===== src/common/eth_bridge_cfg.svh =====
/*
 * build-time sizes for the frame bridge
 * include wherever a size is needed
 */
`ifndef ETH_BRIDGE_CFG_SVH
`define ETH_BRIDGE_CFG_SVH

// byte lane width
`define BYTE_W 8

// frame FIFO size in bytes
`define FIFO_DEPTH 64

// idle cycles after every sent frame
`define IFG_CYCLES 12

// number of bridged ports
`define PORT_COUNT 2

`endif

===== src/common/eth_bridge_pkg.sv =====
/*
 * shared types for the two-port frame bridge
 * import in module bodies, scoped names in port lists
 */
`default_nettype none

`include "eth_bridge_cfg.svh"

package eth_bridge_pkg;

    // speed code from the MAC status, 2 means gigabit
    typedef enum logic [1:0] {
        SPEED_10M  = 2'd0,
        SPEED_100M = 2'd1,
        SPEED_1G   = 2'd2
    } link_speed_e;

    // bit 0 link, bits 2:1 speed, bit 3 spare
    typedef struct packed {
        logic        spare;
        link_speed_e speed;
        logic        link;
    } mac_status_t;

    // receive byte from the MAC, no ready on this side
    typedef struct packed {
        logic [`BYTE_W-1:0] data;
        logic               last;
        logic               bad;
    } rx_beat_t;

    // transmit byte toward the MAC
    typedef struct packed {
        logic [`BYTE_W-1:0] data;
        logic               sof;
        logic               last;
    } tx_beat_t;

    // frame FIFO entry
    typedef struct packed {
        logic [`BYTE_W-1:0] data;
        logic               last;
    } fifo_beat_t;

    typedef enum logic [1:0] {RX_IDLE, RX_FRAME, RX_DISCARD} rx_state_e;

    typedef enum logic [1:0] {TX_IDLE, TX_SEND, TX_GAP} tx_state_e;

endpackage

`default_nettype wire


===== src/logic/eth_bridge_top.sv =====
/*
 * two-port frame bridge top
 * each port's receive path ends on the opposite port's transmit output
 */
`timescale 1ns/1ps
`default_nettype none

`include "eth_bridge_cfg.svh"

module eth_bridge_top (
    input  wire logic                        clk20_g,
    input  wire logic                        arst_n_i,
    input  wire logic                        rx_valid_i [`PORT_COUNT],
    input  wire eth_bridge_pkg::rx_beat_t    rx_beat_i  [`PORT_COUNT],
    input  wire eth_bridge_pkg::mac_status_t status_i   [`PORT_COUNT],
    output logic                             tx_valid_o [`PORT_COUNT],
    output eth_bridge_pkg::tx_beat_t         tx_beat_o  [`PORT_COUNT],
    input  wire logic                        tx_ready_i [`PORT_COUNT],
    output logic                             overflow_o [`PORT_COUNT]
);
    import eth_bridge_pkg::*;

    // --------------------------------------------------
    // one path per receive port
    // --------------------------------------------------
    for (genvar p = 0; p < `PORT_COUNT; p++) begin : g_path
        // transmit port on the far side
        localparam int DST = (p + 1) % `PORT_COUNT;

        logic       filt_valid;
        rx_beat_t   filt_beat;
        logic       fifo_valid;
        fifo_beat_t fifo_beat;
        logic       fifo_ready;

        rx_frame_filter u_filter (
            .clk20_g    (clk20_g),
            .arst_n_i   (arst_n_i),
            .rx_valid_i (rx_valid_i[p]),
            .rx_beat_i  (rx_beat_i[p]),
            .status_i   (status_i[p]),
            .valid_o    (filt_valid),
            .beat_o     (filt_beat)
        );

        // overflow reported on the receiving port
        frame_fifo u_fifo (
            .clk20_g    (clk20_g),
            .arst_n_i   (arst_n_i),
            .wr_valid_i (filt_valid),
            .wr_beat_i  (filt_beat),
            .rd_valid_o (fifo_valid),
            .rd_beat_o  (fifo_beat),
            .rd_ready_i (fifo_ready),
            .overflow_o (overflow_o[p])
        );

        // crossed here
        tx_framer u_framer (
            .clk20_g    (clk20_g),
            .arst_n_i   (arst_n_i),
            .in_valid_i (fifo_valid),
            .in_beat_i  (fifo_beat),
            .in_ready_o (fifo_ready),
            .tx_valid_o (tx_valid_o[DST]),
            .tx_beat_o  (tx_beat_o[DST]),
            .tx_ready_i (tx_ready_i[DST])
        );
    end

endmodule

`default_nettype wire


===== src/logic/tx_framer.sv =====
/*
 * transmit side, marks start of frame and spaces frames apart
 * sits between the frame FIFO and the outgoing MAC stream
 */
`timescale 1ns/1ps
`default_nettype none

`include "eth_bridge_cfg.svh"

module tx_framer (
    input  wire logic                       clk20_g,
    input  wire logic                       arst_n_i,
    input  wire logic                       in_valid_i,
    input  wire eth_bridge_pkg::fifo_beat_t in_beat_i,
    output logic                            in_ready_o,
    output logic                            tx_valid_o,
    output eth_bridge_pkg::tx_beat_t        tx_beat_o,
    input  wire logic                       tx_ready_i
);
    import eth_bridge_pkg::*;

    localparam int GAP_W = $clog2(`IFG_CYCLES + 1);

    tx_state_e        state_q;
    logic [GAP_W-1:0] gap_q;
    logic             open_w;
    logic             fire_w;

    // FIFO held off during the gap
    assign open_w     = (state_q != TX_GAP);
    assign tx_valid_o = in_valid_i && open_w;
    assign in_ready_o = tx_ready_i && open_w;
    assign fire_w     = tx_valid_o && tx_ready_i;

    // sof only while waiting for a first byte
    always_comb begin
        tx_beat_o.data = in_beat_i.data;
        tx_beat_o.sof  = (state_q == TX_IDLE);
        tx_beat_o.last = in_beat_i.last;
    end

    always_ff @(posedge clk20_g or negedge arst_n_i) begin
        if (!arst_n_i) begin
            state_q <= TX_IDLE;
            gap_q   <= '0;
        end else begin
            case (state_q)
                TX_IDLE, TX_SEND: begin
                    if (fire_w) begin
                        if (in_beat_i.last) begin
                            state_q <= TX_GAP;
                            gap_q   <= GAP_W'(`IFG_CYCLES - 1);
                        end else begin
                            state_q <= TX_SEND;
                        end
                    end
                end
                TX_GAP: begin
                    // count down idle cycles
                    if (gap_q == '0) begin
                        state_q <= TX_IDLE;
                    end else begin
                        gap_q <= gap_q - 1'b1;
                    end
                end
                default: state_q <= TX_IDLE;
            endcase
        end
    end

    // beat held under back-pressure, relies on the FIFO output too
    a_hold_stable: assert property (
        @(posedge clk20_g) disable iff (!arst_n_i)
        tx_valid_o && !tx_ready_i |=> tx_valid_o && $stable(tx_beat_o)
    );

endmodule

`default_nettype wire


===== src/frame_fifo/frame_fifo.sv =====
/*
 * store-and-forward frame FIFO
 * only whole good frames become readable, bad or oversized frames are rewound
 */
`timescale 1ns/1ps
`default_nettype none

`include "eth_bridge_cfg.svh"

module frame_fifo (
    input  wire logic                      clk20_g,
    input  wire logic                      arst_n_i,
    input  wire logic                      wr_valid_i,
    input  wire eth_bridge_pkg::rx_beat_t  wr_beat_i,
    output logic                           rd_valid_o,
    output eth_bridge_pkg::fifo_beat_t     rd_beat_o,
    input  wire logic                      rd_ready_i,
    output logic                           overflow_o
);
    import eth_bridge_pkg::*;

    localparam int AW    = $clog2(`FIFO_DEPTH);
    // one extra bit tells full from empty
    localparam int PTR_W = AW + 1;

    fifo_beat_t mem [`FIFO_DEPTH];

    logic [PTR_W-1:0] wr_ptr_q;
    logic [PTR_W-1:0] commit_ptr_q;
    logic [PTR_W-1:0] commit_rd_q;
    logic [PTR_W-1:0] rd_ptr_q;
    logic             drop_q;
    logic [PTR_W-1:0] used_w;
    logic             full_w;
    logic             wr_fit_w;
    logic             rd_fire_w;

    // space counted against read side, uncommitted bytes included
    assign used_w    = wr_ptr_q - rd_ptr_q;
    assign full_w    = (used_w == PTR_W'(`FIFO_DEPTH));
    assign wr_fit_w  = wr_valid_i && !drop_q && !full_w;
    assign rd_fire_w = rd_valid_o && rd_ready_i;

    // --------------------------------------------------
    // write side
    // --------------------------------------------------
    always_ff @(posedge clk20_g) begin
        if (wr_fit_w) begin
            mem[wr_ptr_q[AW-1:0]] <= '{data: wr_beat_i.data, last: wr_beat_i.last};
        end
    end

    always_ff @(posedge clk20_g or negedge arst_n_i) begin
        if (!arst_n_i) begin
            wr_ptr_q     <= '0;
            commit_ptr_q <= '0;
            drop_q       <= 1'b0;
            overflow_o   <= 1'b0;
        end else begin
            overflow_o <= 1'b0;
            if (wr_valid_i) begin
                if (wr_beat_i.last) begin
                    drop_q <= 1'b0;
                    if (wr_beat_i.bad || drop_q || full_w) begin
                        // rewind to the last good frame
                        wr_ptr_q   <= commit_ptr_q;
                        overflow_o <= drop_q || full_w;
                    end else begin
                        wr_ptr_q     <= wr_ptr_q + 1'b1;
                        commit_ptr_q <= wr_ptr_q + 1'b1;
                    end
                end else if (drop_q || full_w) begin
                    // out of room, ignore rest of frame
                    drop_q <= 1'b1;
                end else begin
                    wr_ptr_q <= wr_ptr_q + 1'b1;
                end
            end
        end
    end

    // --------------------------------------------------
    // read side
    // --------------------------------------------------
    always_ff @(posedge clk20_g or negedge arst_n_i) begin
        if (!arst_n_i) begin
            commit_rd_q <= '0;
            rd_ptr_q    <= '0;
        end else begin
            // second stage, frame readable two cycles after its last byte
            commit_rd_q <= commit_ptr_q;
            if (rd_fire_w) begin
                rd_ptr_q <= rd_ptr_q + 1'b1;
            end
        end
    end

    assign rd_valid_o = (rd_ptr_q != commit_rd_q);
    // entries at or past rd_ptr are never rewritten while committed
    assign rd_beat_o  = mem[rd_ptr_q[AW-1:0]];

    // read side stays behind the committed frames
    a_rd_behind_commit: assert property (
        @(posedge clk20_g) disable iff (!arst_n_i)
        (commit_ptr_q - rd_ptr_q) <= PTR_W'(`FIFO_DEPTH)
    );

endmodule

`default_nettype wire


===== src/rx_port/rx_frame_filter.sv =====
/*
 * receive qualifier, one per port
 * drops frames started without gigabit link, closes frames cut by link loss
 */
`timescale 1ns/1ps
`default_nettype none

module rx_frame_filter (
    input  wire logic                   clk20_g,
    input  wire logic                   arst_n_i,
    input  wire logic                   rx_valid_i,
    input  wire eth_bridge_pkg::rx_beat_t    rx_beat_i,
    input  wire eth_bridge_pkg::mac_status_t status_i,
    output logic                        valid_o,
    output eth_bridge_pkg::rx_beat_t    beat_o
);
    import eth_bridge_pkg::*;

    rx_state_e state_q;
    rx_state_e state_d;
    logic      emit_d;
    rx_beat_t  beat_d;
    logic      link_up_w;

    // usable only with link set at gigabit
    assign link_up_w = status_i.link && (status_i.speed == SPEED_1G);

    // --------------------------------------------------
    // frame tracking
    // --------------------------------------------------
    always_comb begin
        state_d = state_q;
        emit_d  = 1'b0;
        beat_d  = rx_beat_i;
        case (state_q)
            RX_IDLE: begin
                // link sampled on first byte only
                if (rx_valid_i) begin
                    if (link_up_w) begin
                        emit_d = 1'b1;
                        if (!rx_beat_i.last) begin
                            state_d = RX_FRAME;
                        end
                    end else if (!rx_beat_i.last) begin
                        state_d = RX_DISCARD;
                    end
                end
            end
            RX_FRAME: begin
                if (!link_up_w) begin
                    // link lost mid-frame, close it as bad
                    emit_d      = 1'b1;
                    beat_d.last = 1'b1;
                    beat_d.bad  = 1'b1;
                    if (rx_valid_i && rx_beat_i.last) begin
                        state_d = RX_IDLE;
                    end else begin
                        state_d = RX_DISCARD;
                    end
                end else if (rx_valid_i) begin
                    emit_d = 1'b1;
                    if (rx_beat_i.last) begin
                        state_d = RX_IDLE;
                    end
                end
            end
            RX_DISCARD: begin
                // swallow bytes up to the end of frame
                if (rx_valid_i && rx_beat_i.last) begin
                    state_d = RX_IDLE;
                end
            end
            default: state_d = RX_IDLE;
        endcase
    end

    always_ff @(posedge clk20_g or negedge arst_n_i) begin
        if (!arst_n_i) begin
            state_q <= RX_IDLE;
            valid_o <= 1'b0;
        end else begin
            state_q <= state_d;
            valid_o <= emit_d;
        end
    end

    // payload stage, one cycle behind the input
    always_ff @(posedge clk20_g) begin
        if (emit_d) begin
            beat_o <= beat_d;
        end
    end

    // in discard only the closing bad beat may still be leaving
    a_no_valid_in_discard: assert property (
        @(posedge clk20_g) disable iff (!arst_n_i)
        state_q == RX_DISCARD |-> !valid_o || (beat_o.last && beat_o.bad)
    );

endmodule

`default_nettype wire


===== config.mk =====
export PLATFORM = sky130hd
export DESIGN_NAME = eth_bridge_top
export DESIGN_NICKNAME = d
export VERILOG_FILES = /design/src/common/eth_bridge_pkg.sv /design/src/logic/eth_bridge_top.sv /design/src/logic/tx_framer.sv /design/src/frame_fifo/frame_fifo.sv /design/src/rx_port/rx_frame_filter.sv
export VERILOG_INCLUDE_DIRS = /design/src /design/src/common
export SDC_FILE = /design/constraint.sdc
export NUM_CORES = 1
export LEC_CHECK = 0
export ABC_AREA = 1
export BUFFER_PORTS_ARGS = -buffer_cell sky130_fd_sc_hd__clkbuf_2
export CORE_MARGIN = 4
export CORE_UTILIZATION = 40
export DETAILED_ROUTE_END_ITERATION = 10
export MAX_ROUTING_LAYER = met4
export PLACE_DENSITY = 0.58
export SLEW_MARGIN = 20
export SYNTH_ARGS = -nofsm -noshare
export SYNTH_HDL_FRONTEND = slang
export SYNTH_SLANG_ARGS = --single-unit

===== constraint.sdc =====
create_clock -name clk20_g -period 7.51 [get_ports clk20_g]
set_input_delay 0.751 -clock clk20_g [delete_from_list [all_inputs] [get_ports clk20_g]]
set_output_delay 0.751 -clock clk20_g [all_outputs]
set_load 0.02 [all_outputs]

==> flow_results.org <==
** Detailed routing
- Final Routed Wirelength :: 130000 um
- Via density :: 5.54
- The detailed router placed 32225 vias in this run.
- After detailed routing, the average wire length per cell comes to 22.4 um.
- The detailed router finished its first iteration with 3268 violations.
- The first TritonRoute pass finished after 5 iterations.
- For this run, design rule violations remaining after detail routing come to 0.
- Number of antenna-violating nets in the routed design :: 0

** Pwr
- Combinational logic burns 32.0% of the power.
- The internal portion of the total power is 13300 uW.
- Peak supply drop :: 0.317 mV
- Power consumption :: 21400 uW
- Switching fraction of total power :: 38.0%
- The analysis attributes to cell leakage a power of 0.0188 uW.
- Sequential cells burn 38.5% of the power.
- Dividing total power by cell area gives a power density of 377 nW/um^2.
- Clock network fraction of design power :: 29.5%
- Summed over all nets, the switching power comes to 8120 uW.

** Timing
- Max_slew headroom :: 27.3%
- In the finished design, the share of the clock period the worst path needs comes to 68.5%.
- For the pin with the worst max-slew slack, the measured transition is 1090 ps.
- Setup violations remaining at the end of the flow were counted as 0.
- Across the routed clock network, the largest skew measured is 35.9 ps.
- Static timing analysis puts the maximum clock frequency at 0.194 GHz.
- The count of final max-slew check failures came to 0.
- Shortest period the worst path allows :: 5140 ps
- In the post-route analysis, the smallest setup slack over all paths is 2370 ps.
- Setup total negative slack on the finished layout was measured at 0 ps.
- Unrepaired setup endpoints after global routing :: no
- Number of hold violations in the final report :: 0

** Clock network
- Clock tree root buffer cell :: clkbuf_16
- Clock transition at the register clock pins on the worst setup and hold paths after CTS :: 60 ps
- # resized after CTS :: 0
- Clock Sinks :: 1250
- Worst skew pair latency :: 760 ps
- Clock tree from TritonCTS :: built
- In this run, CTS created clock tree buffers numbering 134.
- Counting along the longest clock path gives a buffer depth of 3.
- Number of H-tree levels :: 4

** GRT
- Met2 GRT Util :: 31.3%
- Tot GR Track Use :: 20.0%
- Global routing used 3.59% of the available met3 tracks.
- Wire length of the first global-routing pass :: 195000 um
- Overflow left after global routing :: 0
- Initial antenna violation count :: 0
- The via count of the first global-routing pass is 30836.
- After global routing, the most crowded layer is met2.
- Largest net degree at the start of global routing :: 221
- Global-route met1 utilization :: 26.8%

** Layout
- Layout cells sized above 1 :: 8.33%
- The library cell used most frequently in the layout, excluding fill and tap cells, is edfxtp_1.
- Area growth syn-to-layout :: 11.3%
- Final cell count without fillers :: 5817
- The repair_antennas step left the layout with diodes totalling 0.
- Final design utilization :: 44.9%
- Most frequent cells in the layout :: 1172 x edfxtp_1, 753 x nor2_1, 559 x o21ai_0, 391 x nand2_1, 217 x nand3_1
- At the end of the flow, the number of nets in the layout was 4115.
- # fillers :: 11271

** Die
- The die is 365 um wide.
- The die is 365 um tall.
- Number of placement rows :: 130
- The initial utilization of the core area, before any placement, comes to 40.4%.
- Die Outline Area :: 133000 um^2
- After floorplanning, the core was sized to cover 126000 um^2.
- Ports placed on the boundary :: 58

** Min path
- Min-delay worst type :: input pin to register

** Place
- At the placement stage, the worst setup path has a slack of 2910 ps.
- Buffers on Ports :: 55
- After legalization and detailed placement, the total HPWL measured 72100 um.
- # placed instances :: 5576
- GP Congestion :: 0.852

** Synthesis
- Post-synth net total :: 4115
- Post-synthesis register bit count :: 1250
- Top post-synthesis cells by area :: edfxtp_1 69%, nor2_1 5.6%, o21ai_0 5.5%, dfrtp_1 3.8%, nand2_1 2.9%
- Mean Syn Cell Area :: 12.5 um^2
- The mapped netlist covers 50900 um^2.
- Count of cell types in the netlist :: 49
- Cell type contributing the most total cell area after synthesis :: edfxtp_1
- Post-Synthesis Cells :: 4063
- Sequential cells were found to cover 73.0% of the synthesized design area.
- The top cell type by area accounts for 69.2% of the synthesized area.
- Number of synthesis warnings :: 0

** Worst setup path
- Worst Path Arrival :: 4390 ps
- Along the worst path, the maximum fanout reaches 66.
- Data on the critical path is required at its endpoint by 6760 ps.
- The critical path is of the register to output port type.
- Critical path endpoint category :: output port
- Element type at the critical path start :: register

** Run status
- Result of the run :: finished, final reports clean

** Job
- Max-capacitance violation count :: 0
[flip-flops by register name, summed over array words and instances, names as in the netlist, 8 cells and up]
register and count:
g_path.u_framer.gap_q 8, g_path.u_fifo.commit_rd_q 14, g_path.u_fifo.rd_ptr_q 14, g_path.u_fifo.commit_ptr_q 14, g_path.u_fifo.mem 1152, g_path.u_filter.beat_o 20
g_path.u_fifo.wr_ptr_q 14
[worst paths after layout]
| kind | start | slack, ps | cells past startpoint | to |
|---|---|---|---|---|
| min in group asynchronous | arst_n_i | 370 | 2 | g_path[1].u_fifo.commit_ptr_q[2]$_DFFE_PN0P_ |
| max in group asynchronous | arst_n_i | 5880 | 3 | g_path[0].u_fifo.rd_ptr_q[0]$_DFFE_PN0P_ |
| max | g_path[0].u_fifo.rd_ptr_q[0]$_DFFE_PN0P_ | 2370 | 13 | tx_beat_o[0] |
| min reg2reg | g_path[0].u_fifo.commit_ptr_q[3]$_DFFE_PN0P_ | 380 | 0 | g_path[0].u_fifo.commit_rd_q[3]$_DFF_PN0_ |
| min | rx_beat_i[8] | 170 | 1 | g_path[1].u_filter.beat_o[8]$_DFFE_PP_ |
| max reg2reg | g_path[0].u_fifo.rd_ptr_q[1]$_DFFE_PN0P_ | 2900 | 11 | g_path[0].u_fifo.mem[52][2]$_DFFE_PP_ |
[critical path, stage by stage, from the launching register on]
cell and delay (ps):
dfrtp_4 790, buf_4 560, buf_4 660, nor2_1 110, nor2_1 90, o21ai_0 100
nand3_1 90, nand3_1 150, nand2_1 220, nand2_1 140, nand2_1 210, inv_1 90
nand2_2 90, clkbuf_2 190
[metrics by stage]
step | hold slack (ps) | area, um^2
2_1_floorplan | 354 | 50900
3_3_place_gp | 360 | 52400
3_5_place_dp | 365 | 52400
4_1_cts | 114 | 56600
5_1_grt | 131 | 56600
6_report | 175 | 56600
[area by class of cell]
cell class	instances	area [um^2]	area share [%]
tap	1650	2060	3.65
clock inverter	67	576	1.02
timing repair buffer	109	698	1.23
multi-input combinational	2436	12000	21.2
inverter	132	520	0.919
clock buffer	173	3610	6.37
sequential	1250	37200	65.6
[timing repair]
item	in CTS	in global routing
hold buffers	1	0
setup buffers	0	0
hold endpoints to repair	11	0
[kinds of logic after synthesis]
logic type                 share of synthesized area (%)
AOI/OAI and AO/OA                                   10.5
xor gates and xnor gates                           0.689
buffers and inverters                               3.39
adders and majority gates                          0.443
and+or+nand+nor                                     12.0
DFF                                                 73.0
[synthesized netlist by cell type (all sizes together)]
| cell | n |
|---|---|
| a21boi | 1 |
| o211ai | 39 |
| and2 | 6 |
| or2 | 5 |
| nor3 | 15 |
| nand2 | 402 |
| dfrtp | 78 |
| o221ai | 96 |
| clkbuf | 117 |
| a21oi | 33 |
| a211oi | 1 |
| o21ai | 593 |
| nand4 | 33 |
| a31oi | 2 |
| xnor2 | 9 |
| xor2 | 31 |
| a22oi | 1 |
| or4 | 1 |
| o31ai | 3 |
| o2111ai | 2 |
| a21o | 2 |
| buf | 128 |
| edfxtp | 1172 |
| ha | 18 |
| nand3 | 223 |
| clkinv | 1 |
| o22ai | 156 |
| nor2 | 761 |
| nand3b | 3 |
| inv | 131 |
[power groups by stage]
stage | combinational (uW) | clock (uW) | sequential (uW)
2_1_floorplan | 4820 | 0 | 8100
3_3_place_gp | 6770 | 0 | 8380
3_5_place_dp | 6830 | 0 | 8380
4_1_cts | 6850 | 6420 | 8240
5_1_grt | 7510 | 6710 | 8270
6_report | 6840 | 6310 | 8230
[routing by layer]
metal | part of all wire, % | vias up
li1 | - | 14848
met1 | 43 | 16078
met2 | 47 | 1067
met3 | 6.5 | 232
met4 | 3.1 | 0
met5 | 0 | -
Note: power is estimated with default switching activity, not from simulation.
